### src/stopwatch_pkg.sv
package stopwatch_pkg;

    // one BCD digit
    localparam int DIGIT_W = 4;

    // HH:MM:SS.cc on an eight-digit display
    localparam int NUM_DIGITS = 8;

    // board defaults for a 100 MHz clock
    // 10 ms per hundredth
    localparam int TICK_DIV_DEFAULT = 1_000_000;
    // 1 ms per scan position
    localparam int SCAN_DIV_DEFAULT = 100_000;
    // about 10 ms of stable level per button change
    localparam int DEBOUNCE_DEFAULT = 1_000_000;

    // run/stop/clear controller states
    typedef enum logic [1:0] {
        st_idle,
        st_running,
        st_stopped
    } ctrl_state_t;

    // all segments off in active-low form
    localparam logic [6:0] SEG_BLANK = 7'b111_1111;

endpackage

### src/time_digits_if.sv
`timescale 1ns/1ps

interface time_digits_if;
    import stopwatch_pkg::*;

    // hundredths and tenths
    logic [DIGIT_W-1:0] d0;
    logic [DIGIT_W-1:0] d1;
    // seconds units and tens up to 5
    logic [DIGIT_W-1:0] d2;
    logic [DIGIT_W-1:0] d3;
    // minutes units and tens up to 5
    logic [DIGIT_W-1:0] d4;
    logic [DIGIT_W-1:0] d5;
    // hours 00 to 99
    logic [DIGIT_W-1:0] d6;
    logic [DIGIT_W-1:0] d7;

    modport src (output d0, d1, d2, d3, d4, d5, d6, d7);
    modport snk (input d0, d1, d2, d3, d4, d5, d6, d7);

endinterface

### src/button_ctrl_fsm.sv
`timescale 1ns/1ps

module button_ctrl_fsm #(
    parameter int DEBOUNCE = stopwatch_pkg::DEBOUNCE_DEFAULT
) (
    input  logic                        clk,
    input  logic                        arst_n,
    input  logic                        btn_run,
    input  logic                        btn_clr,
    output logic                        run,
    output logic                        clr,
    output stopwatch_pkg::ctrl_state_t  state
);
    import stopwatch_pkg::*;

    localparam int CNT_W = $clog2(DEBOUNCE + 1);
    localparam int B_RUN = 0;
    localparam int B_CLR = 1;

    logic [1:0]       btn_in;
    logic [1:0]       sync_1;
    logic [1:0]       sync_2;
    logic [1:0]       filt;
    logic [1:0]       press;
    logic [CNT_W-1:0] stable_cnt [2];
    ctrl_state_t      state_nxt;

    assign btn_in = {btn_clr, btn_run};

    // a press is the accepted rising edge of the filtered level
    always_comb begin
        for (int i = 0; i < 2; i++) begin
            press[i] = sync_2[i] && !filt[i] && (stable_cnt[i] == CNT_W'(DEBOUNCE - 1));
        end
    end

    always_ff @(posedge clk or negedge arst_n) begin
        if (!arst_n) begin
            sync_1 <= '0;
            sync_2 <= '0;
            filt   <= '0;
            for (int i = 0; i < 2; i++) begin
                stable_cnt[i] <= '0;
            end
        end else begin
            sync_1 <= btn_in;
            sync_2 <= sync_1;
            for (int i = 0; i < 2; i++) begin
                // count only while the synced level differs from the filtered one
                if (sync_2[i] == filt[i]) begin
                    stable_cnt[i] <= '0;
                end else if (stable_cnt[i] == CNT_W'(DEBOUNCE - 1)) begin
                    stable_cnt[i] <= '0;
                    filt[i]       <= sync_2[i];
                end else begin
                    stable_cnt[i] <= stable_cnt[i] + 1'b1;
                end
            end
        end
    end

    // clear presses while running fall through unchanged
    always_comb begin
        state_nxt = state;
        case (state)
            st_idle:    if (press[B_RUN]) state_nxt = st_running;
            st_running: if (press[B_RUN]) state_nxt = st_stopped;
            st_stopped: begin
                if (press[B_RUN]) begin
                    state_nxt = st_running;
                end else if (press[B_CLR]) begin
                    state_nxt = st_idle;
                end
            end
            default:    state_nxt = st_idle;
        endcase
    end

    always_ff @(posedge clk or negedge arst_n) begin
        if (!arst_n) begin
            state <= st_idle;
            clr   <= 1'b0;
        end else begin
            state <= state_nxt;
            clr   <= (state == st_stopped) && (state_nxt == st_idle);
        end
    end

    assign run = (state == st_running);

endmodule

### src/tick_timer.sv
`timescale 1ns/1ps

module tick_timer #(
    parameter int TICK_DIV = stopwatch_pkg::TICK_DIV_DEFAULT,
    parameter int SCAN_DIV = stopwatch_pkg::SCAN_DIV_DEFAULT
) (
    input  logic clk,
    input  logic arst_n,
    input  logic run,
    output logic tick_cs,
    output logic scan_step
);

    localparam int TICK_W = $clog2(TICK_DIV + 1);
    localparam int SCAN_W = $clog2(SCAN_DIV + 1);

    logic [TICK_W-1:0] tick_cnt;
    logic [SCAN_W-1:0] scan_cnt;

    // hundredths divider holds its count while stopped
    always_ff @(posedge clk or negedge arst_n) begin
        if (!arst_n) begin
            tick_cnt <= '0;
        end else if (run) begin
            if (tick_cnt == '0) begin
                tick_cnt <= TICK_W'(TICK_DIV - 1);
            end else begin
                tick_cnt <= tick_cnt - 1'b1;
            end
        end
    end

    // scan divider never stops
    always_ff @(posedge clk or negedge arst_n) begin
        if (!arst_n) begin
            scan_cnt <= '0;
        end else if (scan_cnt == '0) begin
            scan_cnt <= SCAN_W'(SCAN_DIV - 1);
        end else begin
            scan_cnt <= scan_cnt - 1'b1;
        end
    end

    assign tick_cs   = run && (tick_cnt == '0);
    assign scan_step = (scan_cnt == '0);

endmodule

### src/time_counter_chain.sv
`timescale 1ns/1ps

module time_counter_chain (
    input  logic          clk,
    input  logic          arst_n,
    input  logic          tick_cs,
    input  logic          clr,
    time_digits_if.src    digits
);
    import stopwatch_pkg::*;

    logic [DIGIT_W-1:0] q [NUM_DIGITS];
    logic [NUM_DIGITS-1:0] en;
    logic [NUM_DIGITS-1:0] wrap;

    // seconds tens and minutes tens are modulo 6
    function automatic logic [DIGIT_W-1:0] digit_max(input int idx);
        if (idx == 3 || idx == 5) begin
            return DIGIT_W'(5);
        end
        return DIGIT_W'(9);
    endfunction

    // carries ripple combinationally from the tick
    always_comb begin
        en[0]   = tick_cs;
        wrap[0] = en[0] && (q[0] == digit_max(0));
        for (int i = 1; i < NUM_DIGITS; i++) begin
            en[i]   = wrap[i-1];
            wrap[i] = en[i] && (q[i] == digit_max(i));
        end
    end

    always_ff @(posedge clk or negedge arst_n) begin
        if (!arst_n) begin
            for (int i = 0; i < NUM_DIGITS; i++) begin
                q[i] <= '0;
            end
        end else begin
            for (int i = 0; i < NUM_DIGITS; i++) begin
                // clear wins over a tick in the same cycle
                if (clr || wrap[i]) begin
                    q[i] <= '0;
                end else if (en[i]) begin
                    q[i] <= q[i] + 1'b1;
                end
            end
        end
    end

    assign digits.d0 = q[0];
    assign digits.d1 = q[1];
    assign digits.d2 = q[2];
    assign digits.d3 = q[3];
    assign digits.d4 = q[4];
    assign digits.d5 = q[5];
    assign digits.d6 = q[6];
    assign digits.d7 = q[7];

endmodule

### src/display_scan.sv
`timescale 1ns/1ps

module display_scan (
    input  logic                                clk,
    input  logic                                arst_n,
    input  logic                                scan_step,
    time_digits_if.snk                          digits,
    output logic [6:0]                          seg,
    output logic [stopwatch_pkg::NUM_DIGITS-1:0] an
);
    import stopwatch_pkg::*;

    localparam int IDX_W = $clog2(NUM_DIGITS);

    logic [IDX_W-1:0]   idx;
    logic [DIGIT_W-1:0] cur_digit;

    always_ff @(posedge clk or negedge arst_n) begin
        if (!arst_n) begin
            idx <= '0;
        end else if (scan_step) begin
            idx <= idx + 1'b1;
        end
    end

    // one anode low at a time
    always_comb begin
        an      = '1;
        an[idx] = 1'b0;
    end

    always_comb begin
        case (idx)
            3'd0:    cur_digit = digits.d0;
            3'd1:    cur_digit = digits.d1;
            3'd2:    cur_digit = digits.d2;
            3'd3:    cur_digit = digits.d3;
            3'd4:    cur_digit = digits.d4;
            3'd5:    cur_digit = digits.d5;
            3'd6:    cur_digit = digits.d6;
            default: cur_digit = digits.d7;
        endcase
    end

    // active-low patterns with bit 6 as g and bit 0 as a
    always_comb begin
        case (cur_digit)
            4'd0:    seg = 7'b100_0000;
            4'd1:    seg = 7'b111_1001;
            4'd2:    seg = 7'b010_0100;
            4'd3:    seg = 7'b011_0000;
            4'd4:    seg = 7'b001_1001;
            4'd5:    seg = 7'b001_0010;
            4'd6:    seg = 7'b000_0010;
            4'd7:    seg = 7'b111_1000;
            4'd8:    seg = 7'b000_0000;
            4'd9:    seg = 7'b001_0000;
            // not a BCD value
            default: seg = SEG_BLANK;
        endcase
    end

endmodule

### src/stopwatch_top.sv
`timescale 1ns/1ps

module stopwatch_top #(
    parameter int TICK_DIV = stopwatch_pkg::TICK_DIV_DEFAULT,
    parameter int SCAN_DIV = stopwatch_pkg::SCAN_DIV_DEFAULT,
    parameter int DEBOUNCE = stopwatch_pkg::DEBOUNCE_DEFAULT
) (
    input  logic                                clk,
    input  logic                                arst_n,
    input  logic                                btn_run,
    input  logic                                btn_clr,
    output logic [6:0]                          seg,
    output logic [stopwatch_pkg::NUM_DIGITS-1:0] an
);
    import stopwatch_pkg::*;

    logic        run;
    logic        clr;
    logic        tick_cs;
    logic        scan_step;
    // controller state for waveforms
    ctrl_state_t state;

    time_digits_if u_digits ();

    button_ctrl_fsm #(.DEBOUNCE(DEBOUNCE)) u_ctrl (
        .clk(clk), .arst_n(arst_n),
        .btn_run(btn_run), .btn_clr(btn_clr),
        .run(run), .clr(clr), .state(state)
    );

    tick_timer #(.TICK_DIV(TICK_DIV), .SCAN_DIV(SCAN_DIV)) u_timer (
        .clk(clk), .arst_n(arst_n), .run(run),
        .tick_cs(tick_cs), .scan_step(scan_step)
    );

    time_counter_chain u_counters (
        .clk(clk), .arst_n(arst_n),
        .tick_cs(tick_cs), .clr(clr), .digits(u_digits.src)
    );

    display_scan u_display (
        .clk(clk), .arst_n(arst_n), .scan_step(scan_step),
        .digits(u_digits.snk), .seg(seg), .an(an)
    );

endmodule

### config.mk
export PLATFORM = sky130hd
export DESIGN_NAME = stopwatch_top
export DESIGN_NICKNAME = d
export VERILOG_FILES = /design/src/stopwatch_pkg.sv /design/src/time_digits_if.sv /design/src/button_ctrl_fsm.sv /design/src/tick_timer.sv /design/src/time_counter_chain.sv /design/src/display_scan.sv /design/src/stopwatch_top.sv
export SDC_FILE = /design/constraint.sdc
export NUM_CORES = 1
export LEC_CHECK = 0
export BUFFER_PORTS_ARGS = -buffer_cell sky130_fd_sc_hd__buf_2
export CELL_PAD_IN_SITES_DETAIL_PLACEMENT = 1
export CELL_PAD_IN_SITES_GLOBAL_PLACEMENT = 1
export CORE_AREA = 3 3 127 129
export CTS_BUF_LIST = sky130_fd_sc_hd__clkbuf_4 sky130_fd_sc_hd__clkbuf_8
export CTS_CLUSTER_SIZE = 12
export DETAILED_ROUTE_END_ITERATION = 8
export DIE_AREA = 0 0 130 132
export PLACE_DENSITY = 0.71
export RECOVER_POWER = 50
export REMOVE_ABC_BUFFERS = 1
export SLEW_MARGIN = 10
export SYNTH_ARGS = -nofsm -noshare
export SYNTH_HDL_FRONTEND = slang
export SYNTH_SLANG_ARGS = --single-unit
### constraint.sdc
create_clock -name clk -period 5.02 [get_ports clk]
set_input_delay 1.004 -clock clk [delete_from_list [all_inputs] [get_ports clk]]
set_output_delay 1.004 -clock clk [all_outputs]
set_load 0.05 [all_outputs]
==> out/metrics.csv, run 1 <==
metric,value,unit
drv_cap,1,
final_layout_size_suffix_gt1_share,11.1,%
core_area,15100,um^2
n_antenna_cell,0,
cts_buffers,17,
postCtsSetupRepairBufs,0,
finClkSkew,0.0108,ns
max_slew.worst_pin.slew,3.81,ns
antenna_found_initial,0,
start_util,44.3,%
setup_tns,0,ns
ant_nets,0,
holdPathStages,0,
synth-seq-cells,121,
finalHoldViolations,0,
slew_violations,70,
intPower,1480,uW
syn_inst,710,
drcViolationCount,0,
met3_usage,4.09,%
port_buffers,18,
failed_checks,"capacitance limit, slew limit",
outcome,"finished, violations left",
ff2ff_setup_slack,2.11,ns
ys.flop_type,dfrtp_1,
p_per_area,260,nW/um^2
yosys.area.top_type,dfrtp_1,
cts.clk_slew.worst_paths,0.08,ns
p_clk_share,46.7,%
async_flop_share,100,%
synth_cell_types,56,
ctsResizeCount,0,
relSlewSlack,-154,%
fin_crit,4.45,ns
grt-busiest-layer,met2,
syn_to_final_growth,9.75,%
cts_tree,built,
ys_warn_count,0,
cts.sink_count,121,
fin_crit_sh,88.6,%
critPathCaptureType,primary output,
ios,19,
fp.dieH,132,um
avgSynthCellArea,9.45,um^2
synth_area,6710,um^2
viasPerCell,5.65,
grt_use_met2,32.8,%
nNetsFinal,767,
switching_share,22.9,%
grt_max_degree,70,
stdcell_count,929,
rsz0062_at_grt,false,
grt-ovfl-total,0,
p_leak,0.00332,uW
yosysSeqAreaShare,45.1,%
wirelength,15700,um
hold_end,u_ctrl.sync_2[1],
netlist_top_cells_count,"dfrtp_1, nor2_1, nand2_1",
drt_iter0_markers,241,
crit_type,flop to primary output,
reg2reg_to,u_counters.digits.d7[2],
gp_congestion,0.865,
grt_pass1_wl,27300,um
final_area,7360,um^2
placed_cells,899,
cts_htree_levels,4,
hpwlAfterDp,11100,um
synth.top_cell.area_share,45.1,%
final_util,48.6,%
p_seq_share,51.4,%
fmax,0.225,GHz
rows,45,
placed_cell_area,6970,um^2
vias,5253,
die_w,130,um
clock_path_buffers,2,
dieArea,17200,um^2
synth_edf_count,0,
wl_per_cell,16.9,um
met1_usage,25.3,%
cp.arrival,3.44,ns
reg2regPathDepth,7,
required,4.02,ns
drtPass1Iterations,4,
crit_path_start_kind,flop,
r2r-start,u_timer.tick_cnt[0],
combinationalPowerShare,1.9,%
worst-path-max-fanout,16,
setup_viol,0,
clkLatencyLatePin,0.44,ns
min_from,u_ctrl.sync_1[1],
holdCritPathClass,flop to flop,
synth.most_common_cell,dfrtp_1,
grt.total_usage,19.6,%
ir_drop,0.172,mV
first_global_vias,5617,
synth_area_leaders,"dfrtp_1, ha_1, nor2_1",
hold_buffers,0,
p_switching,440,uW
root_buffer,clkbuf_8,
-- worst max-delay path by stage --
stage	from	to	slack, ns	cells past startpoint
5_1_grt	u_display.idx[2]	seg[3]	0.20	11
3_3_place_gp	u_display.idx[2]	seg[3]	1.24	11
2_1_floorplan	u_display.idx[2]	seg[1]	0.84	9
4_1_cts	u_display.idx[2]	seg[3]	0.52	11
3_5_place_dp	u_display.idx[2]	seg[3]	1.05	11
6_report	u_display.idx[2]	seg[3]	0.57	11
-- layout by cell type, fill, tap and decap left out, drive strengths merged, types with 5 or more instances in the layout --
cell type	netlist	routed
o21ai	22	22
nand4	14	14
clkbuf	17	20
xnor2	32	32
nor2	91	91
and3	11	11
buf	3	19
ha	33	33
or2	7	7
a21oi	36	36
xor2	30	30
and2	5	5
and4	6	6
nor4	18	18
nand2b	5	5
inv	27	28
nand3b	8	8
nor3	27	27
o31ai	5	5
nand3	36	36
and3b	7	7
mux2	10	10
or4	12	12
or3	16	16
mux2i	10	10
nand2	67	67
dfrtp	121	121
clkinv	0	7
-- cell type report --
| class | instances | area [um^2] |
|---|---|---|
| clock buffers | 18 | 241 |
| clock inverters | 12 | 153 |
| fillers | 1739 | 7780 |
| inverters | 27 | 101 |
| multi-input cells | 542 | 3500 |
| flip-flops and latches | 121 | 3030 |
| well taps | 188 | 235 |
| repair buffers | 21 | 109 |
-- flip-flops by register name, summed over array words and instances, names as in the netlist, 3 cells and up --
register,cells
u_counters.digits.d2,4
u_counters.digits.d1,4
u_counters.digits.d3,4
u_timer.tick_cnt,20
u_ctrl.stable_cnt,40
u_counters.digits.d4,4
u_counters.digits.d5,4
u_counters.digits.d6,4
u_display.idx,3
u_counters.digits.d7,4
u_timer.scan_cnt,17
u_counters.digits.d0,4
-- per-stage QoR --
step | setup slack, ns | hold slack, ns | total power (uW)
floorplan | 0.841 | 0.331 | 1010
global placement | 1.24 | 0.334 | 1040
detailed placement | 1.05 | 0.341 | 1040
CTS | 0.519 | 0.359 | 1960
global route | 0.200 | 0.374 | 2000
finish | 0.573 | 0.355 | 1920
-- power by group through the flow --
stage                     Combinational [uW]  Sequential (uW)  Clock [uW]
final                                   36.2              985         896
after global routing                    43.5              985         976
after CTS                               39.0              984         932
after detailed placement                38.8             1000           0
after global placement                  37.5             1000           0
after floorplan                         11.6             1000           0
-- kinds of logic (layout without fill, tap and decap cells) --
| family | Yosys count | after routing | synth area share, % |
|---|---|---|---|
| muxes | 20 | 20 | 3.17 |
| and+or+nand+nor | 339 | 339 | 26.6 |
| xor gates and xnor gates | 62 | 62 | 8.09 |
| buffers and inverters | 47 | 78 | 2.78 |
| adders and majority gates | 33 | 33 | 6.15 |
| AOI/OAI and AO/OA | 88 | 88 | 8.06 |
| DFF | 121 | 121 | 45.1 |
-- worst max-delay path: stages (launching register included) --
cell	delay, ns
dfrtp_1	0.68
inv_1	0.20
ha_1	0.31
nor4_1	0.39
a221oi_1	0.13
a21oi_1	0.30
inv_1	0.14
ha_1	0.29
inv_1	0.08
mux2i_1	0.07
a21oi_1	0.14
buf_2	0.28
-- routing by layer --
layer  up-vias  wire length, um
li1       2541                -
met1      2655             7270
met2        39             7900
met5         -                0
met3        18              316
met4         0              221
Power figures use the tool's default switching activity.
==> inputs of run 2 (changes only) <==
Settings changed: CELL_PAD_IN_SITES_DETAIL_PLACEMENT 1 to default, CELL_PAD_IN_SITES_GLOBAL_PLACEMENT 1 to default, CORE_AREA 3 3 127 129 to 3 3 121 135, DIE_AREA 0 0 130 132 to 0 0 124 138, PLACE_DENSITY 0.71 to 0.58.
==> run 2 against run 1 <==
The flow still finishes with violations (capacitance limit, slew limit). Power up 4.4%. Worst hold slack gained 0.0011 ns. Clock power grew 9.5%. Flip-flop and latch count stayed put. Clock-buffer cell count rose by 1. Setup slack better by 0.0086 ns. Critical path depth shrank 1. Sequential share of layout area decreased by 0.32 points. Routed wire length fell by 12%. First-iteration DRC count increased by 9.5%. Global-route usage decreased by 2.1 points. Critical path type unchanged. Critical endpoint is now seg[4]. Largest cell class unchanged.
==> out/metrics.csv, run 2 (synthesis results as in run 1) <==
metric,value,unit,change
critPathCaptureType,primary output,,
p_seq_share,49.2,%,-2.2 points
root_buffer,clkbuf_8,,
dieArea,17100,um^2,-0.28%
worst-path-max-fanout,16,,unchanged
r2r-start,u_counters.digits.d3[1],,
outcome,"finished, violations left",,
ant_nets,0,,unchanged
grt_max_degree,51,,-27%
rows,47,,+4.4%
setup_viol,0,,unchanged
reg2reg_to,u_counters.digits.d7[1],,
holdCritPathClass,flop to flop,,
port_buffers,18,,unchanged
combinationalPowerShare,1.7,%,-0.2 points
first_global_vias,5057,,-10%
drtPass1Iterations,4,,unchanged
crit_slowest_cell,dfrtp_1,,
largest_register_ffs,40,,unchanged
finalHoldViolations,0,,unchanged
wl_per_cell,14.6,um,-13%
failed_checks,"capacitance limit, slew limit",,
vias,5134,,-2.3%
core_area,15100,um^2,-0.60%
ir_drop,0.168,mV,-2.6%
cts_htree_levels,4,,unchanged
layout_commonest_cell,dfrtp_1,,
crit_path_start_kind,flop,,
top_register,u_ctrl.stable_cnt,,
ff2ff_setup_slack,2.18,ns,+0.07 ns
hold_end,u_ctrl.sync_2[0],,
intPower,1550,uW,+5.0%
fin_crit,4.44,ns,-0.00856 ns
setup_tns,0,ns,unchanged
finClkSkew,0.00947,ns,-0.00137 ns
slew_violations,51,,-27%
antenna_found_initial,0,,unchanged
max_slew.worst_pin.slew,2.80,ns,-1.00 ns
grt.total_usage,17.5,%,-2.1 points
cp.arrival,3.43,ns,about the same
layout_setup_ws,0.582,ns,+0.00855 ns
syn_to_final_growth,10.6,%,
p_clk_share,49.0,%,+2.3 points
nFillCells,1435,,-17%
preCtsSetupSlack,1.10,ns,+0.0514 ns
grt_pass1_wl,24100,um,-12%
n_antenna_cell,0,,unchanged
holdPathStages,0,,unchanged
cts_tree,built,,
die_w,124,um,-4.6%
hpwlAfterDp,9730,um,-12%
p_switching,450,uW,+2.4%
slowest_delay,0.68,ns,about the same
grt-ovfl-total,0,,unchanged
fmax,0.225,GHz,+0.19%
clkLatencyLatePin,0.44,ns,about the same
drcViolationCount,0,,unchanged
cts.clk_slew.worst_paths,0.08,ns,about the same
relSlewSlack,-87.0,%,+67 points
final_cell_mix,"dfrtp_1, nor2_1, nand2_1",,
rsz0062_at_grt,false,,
ctsResizeCount,0,,unchanged
ios,19,,unchanged
cp_cell_sequence,inv_1 > ha_1 > or4_1 > nor2_1 > a31o_2 > inv_1 > ha_1 > o21ai_0 > o32a_1 > buf_2,,
min_from,u_ctrl.sync_1[0],,
nNetsFinal,767,,unchanged
cts_buffers,17,,unchanged
hold_buffers,0,,unchanged
wirelength,13800,um,-12%
p_per_area,270,nW/um^2,+3.6%
final_util,49.3,%,+0.68 points
start_util,44.6,%,+0.27 points
required,4.02,ns,about the same
fin_crit_sh,88.4,%,-0.17 points
gp_congestion,0.822,,-5.0%
fp.dieH,138,um,+4.5%
clock_path_buffers,2,,unchanged
crit_type,flop to primary output,,
drv_cap,1,,unchanged
postCtsSetupRepairBufs,0,,unchanged
reg2regPathDepth,7,,unchanged
viasPerCell,5.47,,-3.3%
drt_iter0_markers,264,,+9.5%
reg.largest.list,"u_ctrl.stable_cnt: 40 flops, u_timer.tick_cnt: 20 flops, u_timer.scan_cnt: 17 flops",,
switching_share,22.5,%,-0.43 points
final_layout_size_suffix_gt1_share,11.2,%,+0.10 points
p_leak,0.00332,uW,+0.26%
cts.sink_count,121,,unchanged
run 2: layer usage:
layer / global-route usage [%] / vias to the layer above / part of all wire, % / wire length, um
met3: 4.74 / 29 / 3.2 / 439
li1: - / 2542 / - / -
met5: 0 / - / 0 / 0
met1: 23.3 / 2492 / 46 / 6330
met4: 6.98 / 0 / 2.7 / 365
met2: 26.9 / 71 / 48 / 6620
run 2: worst max-delay path: cells and delay by family, from the launching register on:
family          cells  cell delay (ns)
flops               1             0.68
buf+inv             3             0.56
compound gates      3             0.56
fa+ha+maj           2             0.53
simple gates        2             0.66
run 2: worst max path at each step:
stage | cells past startpoint | slack, ns | to | start
after floorplan | 9 | 0.84 | seg[1] | u_display.idx[2]
after global placement | 11 | 1.20 | seg[3] | u_display.idx[2]
after detailed placement | 11 | 1.10 | seg[3] | u_display.idx[2]
after CTS | 11 | 0.58 | seg[3] | u_display.idx[2]
after global routing | 11 | 0.28 | seg[3] | u_display.idx[2]
final | 10 | 0.58 | seg[4] | u_display.idx[2]
run 2: power by group through the flow:
stage | Combinational [uW] | Clock, uW | Sequential, uW
after detailed placement | 37.9 | 0 | 1000
after global routing | 41.9 | 1050 | 985
final | 34.8 | 981 | 985
after global placement | 37.0 | 0 | 1000
after floorplan | 11.6 | 0 | 1000
after CTS | 38.2 | 1010 | 984
run 2: per-stage QoR:
step / cell area [um^2] / std cells / power (uW) / hold slack [ns]
2_1_floorplan: 6620 / 690 / 1010 / 0.331
3_3_place_gp: 6980 / 907 / 1040 / 0.338
3_5_place_dp: 6980 / 907 / 1040 / 0.339
4_1_cts: 7430 / 939 / 2030 / 0.356
5_1_grt: 7420 / 939 / 2080 / 0.370
6_report: 7420 / 939 / 2000 / 0.356
run 2: area by class of cell:
class / count / area (um^2) / area share (%)
Timing Repair Buffer: 21 / 106 / 1.43
Tap cell: 196 / 245 / 3.30
Sequential cell: 121 / 3030 / 40.8
Inverter: 27 / 101 / 1.37
Multi-Input combinational cell: 542 / 3490 / 47.0
Clock buffer: 19 / 255 / 3.44
Clock inverter: 13 / 194 / 2.61
